===== config.mk =====
export PLATFORM = sky130hd
export DESIGN_NAME = rename_unit
export DESIGN_NICKNAME = d
export VERILOG_FILES = /design/src/rtl/rename_pkg.sv /design/src/rtl/free_list.sv /design/src/rtl/map_table.sv /design/src/rtl/rename_unit.sv /design/src/rtl/retire_queue.sv
export VERILOG_INCLUDE_DIRS = /design/src /design/src/rtl
export SDC_FILE = /design/constraint.sdc
export NUM_CORES = 1
export LEC_CHECK = 0
export BUFFER_PORTS_ARGS = -buffer_cell sky130_fd_sc_hd__buf_2
export CORE_MARGIN = 4
export CORE_UTILIZATION = 25
export DETAILED_ROUTE_END_ITERATION = 12
export GPL_TIMING_DRIVEN = 1
export PLACE_DENSITY_LB_ADDON = 0.25
export SETUP_SLACK_MARGIN = 0.02
export SYNTH_ARGS = -nofsm -noshare
export SYNTH_HDL_FRONTEND = slang
export SYNTH_SLANG_ARGS = --single-unit
export TNS_END_PERCENT = 20

===== constraint.sdc =====
create_clock -name clock -period 3.8 [get_ports clock]
set_input_delay 0.38 -clock clock [delete_from_list [all_inputs] [get_ports clock]]
set_output_delay 0.38 -clock clock [all_outputs]
set_load 0.02 [all_outputs]

===== src/rtl/rename_defines.svh =====
`ifndef RENAME_DEFINES_SVH
`define RENAME_DEFINES_SVH

// architectural register file size seen by software
`define NUM_ARCH_REG 16

// physical register file size behind the rename stage
`define NUM_PHYS_REG 32

// free list can hold every physical tag
`define FL_SIZE `NUM_PHYS_REG

// at most this many tags are in flight between rename and retire
`define RQ_DEPTH (`NUM_PHYS_REG - `NUM_ARCH_REG)

// tag and register number widths
`define PHYS_TAG_W 5
`define ARCH_REG_W 4

`endif


===== src/rtl/rename_pkg.sv =====
`include "rename_defines.svh"

package rename_pkg;

	// physical register tag
	typedef logic [`PHYS_TAG_W-1:0] phys_tag_t;

	// architectural register number
	typedef logic [`ARCH_REG_W-1:0] arch_reg_t;

	// register format, two sources and a function field
	typedef struct packed {
		logic [7:0]  opcode;
		arch_reg_t   rd;
		arch_reg_t   rs1;
		arch_reg_t   rs2;
		logic [11:0] func;
	} r_fmt_t;

	// immediate format, one source and a 16-bit immediate
	typedef struct packed {
		logic [7:0]  opcode;
		arch_reg_t   rd;
		arch_reg_t   rs1;
		logic [15:0] imm;
	} i_fmt_t;

	// one 32-bit word, decoded by opcode bit 7
	// bit 7 set selects the immediate view
	typedef union packed {
		r_fmt_t r;
		i_fmt_t i;
	} insn_word_t;

endpackage


===== src/rtl/free_list.sv =====
`timescale 1ns/10ps
`include "rename_defines.svh"

module free_list (
	input  logic                   clock,
	input  logic                   reset,
	input  logic                   pop,
	input  logic                   push,
	input  rename_pkg::phys_tag_t  push_tag,
	output rename_pkg::phys_tag_t  free_reg,
	output logic [`PHYS_TAG_W:0]   num_free,
	output logic                   empty
);

	import rename_pkg::*;

	// queue storage, entry 0 is the oldest free tag
	phys_tag_t free_q [`FL_SIZE];
	phys_tag_t next_free_q [`FL_SIZE];

	// tail is the first empty slot and doubles as the count
	logic [`PHYS_TAG_W:0] tail;
	logic [`PHYS_TAG_W:0] next_tail;
	logic [`PHYS_TAG_W:0] tail_m1;

	// a pop on an empty queue is ignored
	logic do_pop;

	assign empty    = (tail == '0);
	assign free_reg = free_q[0];
	assign num_free = tail;
	assign do_pop   = pop && !empty;
	assign tail_m1  = tail - 1'b1;

	always_comb begin
		next_free_q = free_q;
		next_tail   = tail;
		if (do_pop) begin
			// shift everything one slot toward the head
			for (int i = 0; i < `FL_SIZE - 1; i++) begin
				next_free_q[i] = free_q[i+1];
			end
			if (push) begin
				// head leaves, freed tag lands in the slot the shift opened
				next_free_q[tail_m1[`PHYS_TAG_W-1:0]] = push_tag;
			end else begin
				next_tail = tail_m1;
			end
		end else if (push) begin
			// full queue drops the push, cannot happen with the depth rule
			if (tail != `FL_SIZE) begin
				next_free_q[tail[`PHYS_TAG_W-1:0]] = push_tag;
				next_tail = tail + 1'b1;
			end
		end
	end

	always_ff @(posedge clock) begin
		if (reset) begin
			// map table owns tags 0..NUM_ARCH_REG-1 after reset
			// the rest start out free, lowest first
			for (int i = 0; i < `FL_SIZE - `NUM_ARCH_REG; i++) begin
				free_q[i] <= phys_tag_t'(`NUM_ARCH_REG + i);
			end
			tail <= (`PHYS_TAG_W+1)'(`FL_SIZE - `NUM_ARCH_REG);
		end else begin
			free_q <= next_free_q;
			tail   <= next_tail;
		end
	end

endmodule


===== src/rtl/map_table.sv =====
`timescale 1ns/10ps
`include "rename_defines.svh"

module map_table (
	input  logic                   clock,
	input  logic                   reset,
	input  rename_pkg::arch_reg_t  rs1,
	input  rename_pkg::arch_reg_t  rs2,
	input  rename_pkg::arch_reg_t  rd,
	input  logic                   write,
	input  rename_pkg::phys_tag_t  new_tag,
	output rename_pkg::phys_tag_t  src1_tag,
	output rename_pkg::phys_tag_t  src2_tag,
	output rename_pkg::phys_tag_t  old_tag
);

	import rename_pkg::*;

	// speculative mapping, one tag per architectural register
	phys_tag_t map_q [`NUM_ARCH_REG];

	// read ports are combinational and see the mapping before
	// this cycle's write, so a source equal to rd gets the old tag
	assign src1_tag = map_q[rs1];
	assign src2_tag = map_q[rs2];

	// the tag being replaced, freed when this instruction retires
	assign old_tag = map_q[rd];

	always_ff @(posedge clock) begin
		if (reset) begin
			// identity mapping, register i lives in tag i
			for (int i = 0; i < `NUM_ARCH_REG; i++) begin
				map_q[i] <= phys_tag_t'(i);
			end
		end else if (write) begin
			// rd now points at the freshly allocated tag
			map_q[rd] <= new_tag;
		end
	end

endmodule


===== src/rtl/rename_unit.sv =====
`timescale 1ns/10ps
`include "rename_defines.svh"

module rename_unit (
	input  logic                   clock,
	input  logic                   reset,
	input  rename_pkg::insn_word_t insn,
	input  logic                   dispatch_valid,
	output logic                   dispatch_ready,
	output rename_pkg::phys_tag_t  t_new,
	output rename_pkg::phys_tag_t  t_old,
	output rename_pkg::phys_tag_t  src1_tag,
	output rename_pkg::phys_tag_t  src2_tag,
	output logic [`PHYS_TAG_W:0]   num_free,
	input  logic                   retire,
	output logic                   retire_pending,
	output rename_pkg::arch_reg_t  retire_rd,
	output rename_pkg::phys_tag_t  retire_t_new
);

	import rename_pkg::*;

	// decoded register fields
	logic      is_imm;
	arch_reg_t dec_rd;
	arch_reg_t dec_rs1;
	arch_reg_t dec_rs2;

	// handshake
	logic dispatch_fire;
	logic fl_empty;

	// free list head handed to this instruction
	phys_tag_t free_reg;

	// map lookup of the destination's current tag
	phys_tag_t old_tag;

	// retire side back to the free list
	logic      freed_valid;
	phys_tag_t freed_tag;

	// opcode sits in the same bits in both views
	assign is_imm = insn.i.opcode[7];

	// rd and rs1 also sit in the same bits in both views
	assign dec_rd  = insn.i.rd;
	assign dec_rs1 = insn.i.rs1;

	// immediate format has no second source so rs2 looks up register 0
	assign dec_rs2 = is_imm ? '0 : insn.r.rs2;

	// stall whenever no physical register is left
	assign dispatch_ready = !fl_empty;
	assign dispatch_fire  = dispatch_valid && dispatch_ready;

	assign t_new = free_reg;
	assign t_old = old_tag;

	// freed tags come back in at the tail
	free_list u_free_list (
		.clock    (clock),
		.reset    (reset),
		.pop      (dispatch_fire),
		.push     (freed_valid),
		.push_tag (freed_tag),
		.free_reg (free_reg),
		.num_free (num_free),
		.empty    (fl_empty)
	);

	// lookups are combinational and the write lands at the next edge
	map_table u_map_table (
		.clock    (clock),
		.reset    (reset),
		.rs1      (dec_rs1),
		.rs2      (dec_rs2),
		.rd       (dec_rd),
		.write    (dispatch_fire),
		.new_tag  (free_reg),
		.src1_tag (src1_tag),
		.src2_tag (src2_tag),
		.old_tag  (old_tag)
	);

	// keeps the old tag until the instruction retires in order
	retire_queue u_retire_queue (
		.clock          (clock),
		.reset          (reset),
		.push           (dispatch_fire),
		.push_rd        (dec_rd),
		.push_t_new     (free_reg),
		.push_t_old     (old_tag),
		.retire         (retire),
		.retire_pending (retire_pending),
		.freed_valid    (freed_valid),
		.freed_tag      (freed_tag),
		.retire_t_new   (retire_t_new),
		.retire_rd      (retire_rd)
	);

endmodule


===== src/rtl/retire_queue.sv =====
`timescale 1ns/10ps
`include "rename_defines.svh"

module retire_queue (
	input  logic                   clock,
	input  logic                   reset,
	input  logic                   push,
	input  rename_pkg::arch_reg_t  push_rd,
	input  rename_pkg::phys_tag_t  push_t_new,
	input  rename_pkg::phys_tag_t  push_t_old,
	input  logic                   retire,
	output logic                   retire_pending,
	output logic                   freed_valid,
	output rename_pkg::phys_tag_t  freed_tag,
	output rename_pkg::phys_tag_t  retire_t_new,
	output rename_pkg::arch_reg_t  retire_rd
);

	import rename_pkg::*;

	// per-entry payload
	arch_reg_t rd_q    [`RQ_DEPTH];
	phys_tag_t t_new_q [`RQ_DEPTH];
	phys_tag_t t_old_q [`RQ_DEPTH];

	// head is the oldest entry and tail the next free slot
	logic [$clog2(`RQ_DEPTH)-1:0] head;
	logic [$clog2(`RQ_DEPTH)-1:0] tail;
	logic [$clog2(`RQ_DEPTH):0]   count;

	logic full;
	logic do_push;

	assign retire_pending = (count != '0);
	assign full           = (count == `RQ_DEPTH);

	// the only place a retire strobe is checked against occupancy
	assign freed_valid = retire && retire_pending;

	// a push into a full queue is only taken when the head leaves too
	assign do_push = push && (!full || freed_valid);

	// oldest entry is always visible
	assign freed_tag    = t_old_q[head];
	assign retire_t_new = t_new_q[head];
	assign retire_rd    = rd_q[head];

	// payload write at the tail
	always_ff @(posedge clock) begin
		if (do_push) begin
			rd_q[tail]    <= push_rd;
			t_new_q[tail] <= push_t_new;
			t_old_q[tail] <= push_t_old;
		end
	end

	// pointers and occupancy
	always_ff @(posedge clock) begin
		if (reset) begin
			head  <= '0;
			tail  <= '0;
			count <= '0;
		end else begin
			if (do_push) begin
				if (tail == $clog2(`RQ_DEPTH)'(`RQ_DEPTH - 1))
					tail <= '0;
				else
					tail <= tail + 1'b1;
			end
			if (freed_valid) begin
				if (head == $clog2(`RQ_DEPTH)'(`RQ_DEPTH - 1))
					head <= '0;
				else
					head <= head + 1'b1;
			end
			// push and pop together leave the count alone
			if (do_push && !freed_valid)
				count <= count + 1'b1;
			else if (!do_push && freed_valid)
				count <= count - 1'b1;
		end
	end

endmodule


==> qor.yml, run 1 <==
run_status:
  status: "finished clean"
floorplan:
  initial_utilization_pct: 25.2
  die_x_um: 312
  die_h_um: 312
  dieArea_um2: 97500
  ios: 73
  rows: 111
  core-area_um2: 91700
yosys:
  yosys.area.top_type: "edfxtp_1"
  synthesis.nets: 1773
  synth_commonest_cells: "384 x edfxtp_1, 147 x nand2_1, 146 x nor2_1, 119 x mux4_2, 103 x dfxtp_1"
  synth_ff_type: "edfxtp_1"
  synth_seq_cells: 487
  synth_cell_types: 83
  async_flop_share_pct: 0
  synthTopCellsByArea: "edfxtp_1 50%, mux4_2 12%, dfxtp_1 8.9%"
  synth_edf_count: 384
  synth.avg_cell_area_um2: 13.5
  netlist_instances: 1718
  yosysWarnings: 0
  yosysSeqAreaShare_pct: 58.8
  yosysTopAreaCellShare_pct: 49.8
  yosysMostFrequentCell: "edfxtp_1"
  syn_area_um2: 23100
detailed_routing:
  routed_via_density: 4.99
  first_iter_violations: 1293
  vias: 15000
  drtPass1Iterations: 5
  wirelength_mm: 64.8
  drc_errors: 0
  antenna_left: 0
  post_drt_wl_per_cell_um: 21.6
clocking:
  postCtsResizedCells: 0
  insertion_delay_ns: 0.63
  clock_sinks: 487
  cts_made_buffers: 52
  cts_root_buf: "clkbuf_16"
  cts_tree: "done"
  cts_setup_buffers: 0
  htreeDepth: 2
  cts.reportedPaths.clkPinSlew_ns: 0.06
  cts_hold_buf: 0
  clockBufferDepth: 3
cells_and_area:
  fin_cells: 3002
  final_area_um2: 26500
  num-fill-cells: 9247
  syn2layout_area_growth_pct: 14.5
  nets: 1826
  drive_gt1_share_pct: 21.9
  regMostFlops: "u_free_list.free_q"
  postLayoutCoreUtil_pct: 28.9
  largest_register_ffs: 155
critical_path:
  crit_fanout: 6
  reg2reg_depth: 13
  setup.worst_path.end_class: "flop"
  path_class: "reg -> reg"
  cp_data_required_time_ns: 4.26
  r2r_start: "u_retire_queue.count[0]$_SDFFE_PP0P_"
  r2r-end: "u_retire_queue.count[4]$_SDFFE_PP0P_"
  critPathLaunchType: "flop"
  crit_arrival_ns: 3.83
  regToRegSetupSlack_ns: 0.43
pwr:
  power_leakage_nw: 8.64
  clkPwrFrac_pct: 31.2
  p_sw_share_pct: 33.4
  p_seq_share_pct: 41.2
  p_int_mw: 10.9
  powerDensity_nw_per_um2: 621
  power_frac_comb_pct: 27.6
  ir_drop_v: 0.000350
  p_total_mw: 16.4
  power_switching_mw: 5.49
min_path:
  hold_depth: 2
  hold_path_class: "in -> reg"
  hold_end: "u_free_list.free_q[146]$_SDFFE_PP1P_"
  hold_start: "reset"
timing:
  setup_viol: 0
  tns_ns: 0
  hold_violations: 0
  fmaxAchievable_mhz: 297
  relSlewSlack_pct: 23.0
  finalClockSkew_ns: 0.0399
  rsz0062_at_grt: "no"
  period_share_pct: 88.7
  worst_slew_pin_slew_ns: 1.15
  finalCriticalPeriod_ns: 3.37
  report.final.slew_viol_count: 0
grt:
  grt_util_met1_pct: 18.3
  use_met2_pct: 21.0
  antenna_found_initial: 6
  first_global_vias: 15100
  grt_use_met3_pct: 2.41
  busiest_layer: "met2"
  grt_first_pass_wirelength_mm: 97.7
  grt_max_degree: 74
  gr-usage-all-layers_pct: 13.0
  grt-ovfl-total: 0
placed_design:
  gp_congestion: 0.815
  io_buffers: 53
  hpwl_mm: 42.6
  dpl_cell_area_um2: 24700
  dp.cells: 2903
run:
  drv_cap: 0
## placed cells by master (no fill, tap or decap), types with 15 or more instances in the layout
cell,count
a211oi_1,15
a21oi_1,92
a21oi_2,18
a221oi_1,36
a22o_1,23
a22oi_1,29
and2_1,41
buf_2,52
buf_4,64
clkbuf_16,52
dfxtp_1,101
edfxtp_1,384
ha_1,18
inv_1,18
mux2i_1,33
mux4_2,119
nand2_1,147
nand3_1,21
nor2_1,146
nor3_1,54
o21ai_0,25
o31ai_1,52
or2_2,16
or3_1,30
## routing by layer
layer	vias up	share of wire (%)
met5	-	0.056
met2	387	47
li1	6836	-
met4	6	1.7
met3	85	5.2
met1	7654	46
## area by class of cell
type / count / area, um2 / share of cell area [%]
multi-input combinational: 1091 / 8810 / 33.3
clock buffer: 72 / 1440 / 5.42
clock inverter: 25 / 300 / 1.13
sequential: 487 / 13600 / 51.4
timing repair buffer: 117 / 761 / 2.87
antenna: 2 / 5.00 / 0.0189
inverter: 22 / 82.6 / 0.312
tap: 1186 / 1480 / 5.60
## per-stage QoR
| stage | setup slack [ns] | hold slack [ns] |
|---|---|---|
| finish | 0.429 | 0.264 |
| global route | 0.193 | 0.240 |
| CTS | 0.404 | 0.225 |
| detailed placement | 0.437 | 0.457 |
| global placement | 0.440 | 0.453 |
| floorplan | 0.532 | 0.426 |
## critical path, cell delays in order, from the launching register on
cell and delay (ns):
dfxtp_1 0.38, or4_1 0.56, or3_1 0.36, nand2_1 0.19, inv_2 0.08, ha_1 0.25, inv_1 0.14, ha_1 0.26
nor2b_1 0.14, o21a_1 0.17, or3_1 0.31, a21oi_1 0.18, xnor2_1 0.13, nor2_1 0.05
## power groups by stage
stage | clock network [mW] | logic (mW) | registers [mW]
global placement | 0 | 4.49 | 6.87
CTS | 5.26 | 4.56 | 6.78
global route | 5.51 | 4.94 | 6.83
floorplan | 0 | 3.17 | 6.75
detailed placement | 0 | 4.55 | 6.89
finish | 5.13 | 4.53 | 6.77
## how the worst max path moves through the flow
stage	from	to	slack, ns	depth (start not counted)
floorplan	u_free_list.num_free[0]$_SDFFE_PP0P_	u_retire_queue.count[4]$_SDFFE_PP0P_	0.53	16
global placement	u_retire_queue.count[0]$_SDFFE_PP0P_	u_retire_queue.count[4]$_SDFFE_PP0P_	0.44	13
detailed placement	u_retire_queue.count[0]$_SDFFE_PP0P_	u_retire_queue.count[4]$_SDFFE_PP0P_	0.44	13
CTS	u_retire_queue.count[0]$_SDFFE_PP0P_	u_retire_queue.count[4]$_SDFFE_PP0P_	0.40	13
global route	u_retire_queue.count[0]$_SDFFE_PP0P_	u_retire_queue.count[4]$_SDFFE_PP0P_	0.19	13
finish	u_retire_queue.count[0]$_SDFFE_PP0P_	u_retire_queue.count[4]$_SDFFE_PP0P_	0.43	13
## cells by family after synthesis
| group | count (synthesis) | synth area share, % |
|---|---|---|
| fa+ha+maj | 19 | 1.06 |
| simple gates | 524 | 10.8 |
| compound gates | 375 | 12.1 |
| xor+xnor | 12 | 0.454 |
| mux | 161 | 13.6 |
| buf+inv | 140 | 3.15 |
| flops | 487 | 58.8 |
Power figures use the tool's default switching activity.
==> inputs of run 2 (changes only) <==
- SYNTH_HIERARCHICAL: not set -> 1
==> run 2 against run 1 <==
Against the previous run:
- synthesized area increased by 1.2%
- setup slack improved by 0.015 ns
- count of clock-buffer cells in the layout decreased by 12
- worst hold slack improved by 0.020 ns
- non-clock buffer count increased by 9
- combinational power increased by 7.3%
- critical path depth decreased by 8
- sequential cell count unchanged
==> qor.yml, run 2 <==
run_status:
  status: "finished clean"
yosys:
  async_flop_share_pct: 0
  netlist_instances: 1732
  synth_compound_area_share_pct: 12.6
  syn_area_um2: 23400
  synth_edf_count: 384
  synth_commonest_cells: "384 x edfxtp_1, 122 x nor2_1, 116 x mux4_2, 103 x dfxtp_1, 91 x nand2_1"
  synthSimpleGateAreaFrac_pct: 11.3
  synth_seq_cells: 487
  synth.avg_cell_area_um2: 13.5
  yosysMostFrequentCell: "edfxtp_1"
  synth_cell_types: 84
  synthTopCellsByArea: "edfxtp_1 49%, mux4_2 11%, dfxtp_1 8.8%"
  yosysSeqAreaShare_pct: 58.1
  synthesis.nets: 1784
  synthXorXnorAreaFrac_pct: 0.262
  yosysWarnings: 6
  synth_ff_type: "edfxtp_1"
  yosys.area.top_type: "edfxtp_1"
  synth_top_family_by_area: "multiplexers"
  yosysTopAreaCellShare_pct: 49.3
  synth_fa_ha_area_share_pct: 0.887
  synthMuxAreaShare_pct: 13.8
min_path:
  hold_path_class: "in -> reg"
  hold_depth: 4
critical_path:
  path_class: "reg -> out"
  setup.worst_path.end_class: "primary output"
  cp_data_required_time_ns: 3.42
  reg2reg_depth: 8
  crit_fanout: 39
  crit_arrival_ns: 2.98
  critPathLaunchType: "flop"
cells_and_area:
  most-common-layout-cells: "384 x edfxtp_1, 121 x nor2_1, 116 x mux4_2"
  num-fill-cells: 9366
  drive_gt1_share_pct: 23.2
  syn2layout_area_growth_pct: 15.8
  regMostFlops: "u_free_list/free_q"
  layout_commonest_cell: "edfxtp_1"
  multiInputGateArea_um2: 9140
  postLayoutCoreUtil_pct: 29.4
  nets: 1824
  seq_area_um2: 13600
  largest_register_ffs: 155
clocking:
  clockBufferDepth: 3
  htreeDepth: 2
  cts_tree: "done"
  cts_setup_buffers: 0
  postCtsResizedCells: 0
  insertion_delay_ns: 0.62
  cts_root_buf: "clkbuf_16"
  clock_sinks: 487
  cts.reportedPaths.clkPinSlew_ns: 0.06
  cts_made_buffers: 53
  cts_hold_buf: 0
placed_design:
  hpwl_mm: 42.6
  gp_congestion: 0.812
  place_ws_ns: 0.500
  io_buffers: 53
detailed_routing:
  antenna_left: 0
  routed_via_density: 4.98
  wirelength_mm: 64.6
  vias: 15300
  drtPass1Iterations: 5
  post_drt_wl_per_cell_um: 21.1
  first_iter_violations: 1377
  drc_errors: 0
pwr:
  p_sw_share_pct: 33.5
  ir_drop_v: 0.000360
  p_total_mw: 17.2
  power_switching_mw: 5.76
  p_int_mw: 11.4
  clkPwrFrac_pct: 32.0
  power_leakage_nw: 8.75
  power_frac_comb_pct: 28.3
  p_seq_share_pct: 39.7
  powerDensity_nw_per_um2: 633
floorplan:
  ios: 73
  initial_utilization_pct: 25.4
  rows: 111
  core-area_um2: 92200
  die_x_um: 314
  die_h_um: 314
  dieArea_um2: 98600
grt:
  grt_max_degree: 56
  first_global_vias: 15600
  gr-usage-all-layers_pct: 12.9
  grt-ovfl-total: 0
  grt_first_pass_wirelength_mm: 98.5
  antenna_found_initial: 6
timing:
  setup_viol: 0
  tns_ns: 0
  layout_setup_ws_ns: 0.444
  finalClockSkew_ns: 0.0366
  worst_slew_pin_slew_ns: 1.20
  finalCriticalPeriod_ns: 3.36
  relSlewSlack_pct: 19.8
  hold_violations: 0
  period_share_pct: 88.3
  rsz0062_at_grt: "no"
  report.final.slew_viol_count: 0
  fmaxAchievable_mhz: 298
run:
  drv_cap: 0
## run 2: cell types whose count changed after synthesis, sizes merged, moves of 17 or more
cell,delta
a2111oi,+21
a21oi,-50
a221oi,-23
a22o,+54
a22oi,+27
and2,+23
clkbuf,+22
mux2i,+17
nand2,-58
nand3,+41
nor2,-21
nor2b,+17
nor3,-23
o31ai,-49
## run 2: worst max-delay path, cell delays in order, from the launching register on
cell and delay (ns):
dfxtp_4 0.60, buf_12 0.35, mux4_2 0.57, a22oi_1 0.33, nand2_1 0.23, buf_2 0.22
## run 2: final timing paths
path	slack, ns	start	endpoint
worst max register to register	0.50	u_retire_queue/count[0]$_SDFFE_PP0P_	u_free_list/free_reg[1]$_SDFFE_PP0P_
worst min-delay path	0.28	retire	u_retire_queue/head[2]$_SDFFE_PP0N_
worst min register to register	0.45	u_free_list/free_q[82]$_SDFFE_PP1P_	u_free_list/free_q[82]$_SDFFE_PP1P_
worst max-delay path	0.44	flop	retire_t_new[4]
## run 2: final cells by class
cell class,instances,share of cell area [%]
diodes,1,0.00923
clock buffers,60,5.14
well taps,1243,5.74
repair buffers,126,3.24
inverters,16,0.221
flip-flops and latches,487,50.1
multi-input cells,1088,33.7
clock inverters,39,1.80
## run 2: per-stage QoR
step | area [um2] | std cells | hold slack [ns]
floorplan | 23400 | 1732 | 0.420
global placement | 25200 | 2960 | 0.439
detailed placement | 25200 | 2960 | 0.442
CTS | 27100 | 3059 | 0.243
global route | 27100 | 3059 | 0.289
finish | 27100 | 3060 | 0.284
## run 2: cell families (layout without fill, tap and decap cells)
logic type / count (synthesis) / after routing
AOI/OAI and AO/OA: 378 / 378
xor gates and xnor gates: 7 / 7
and+or+nand+nor: 511 / 511
adders and majority gates: 16 / 16
other: 0 / 1
buffers and inverters: 157 / 241
DFF: 487 / 487
muxes: 176 / 176
## run 2: metal layers
metal | part of all wire [%] | routed length (um) | global-route usage, %
met4 | 2.2 | 1400 | 3.37
met3 | 4.9 | 3190 | 2.11
met2 | 48 | 31000 | 21.5
met5 | 0.019 | 12 | 0
met1 | 45 | 28900 | 17.4
## run 2: power groups by stage
stage	Clock [mW]	Sequential [mW]	Combinational, mW
2_1_floorplan	0	6.73	3.47
3_3_place_gp	0	6.93	4.82
3_5_place_dp	0	6.94	4.89
4_1_cts	5.66	6.83	4.90
5_1_grt	5.87	6.89	5.29
6_report	5.49	6.82	4.86
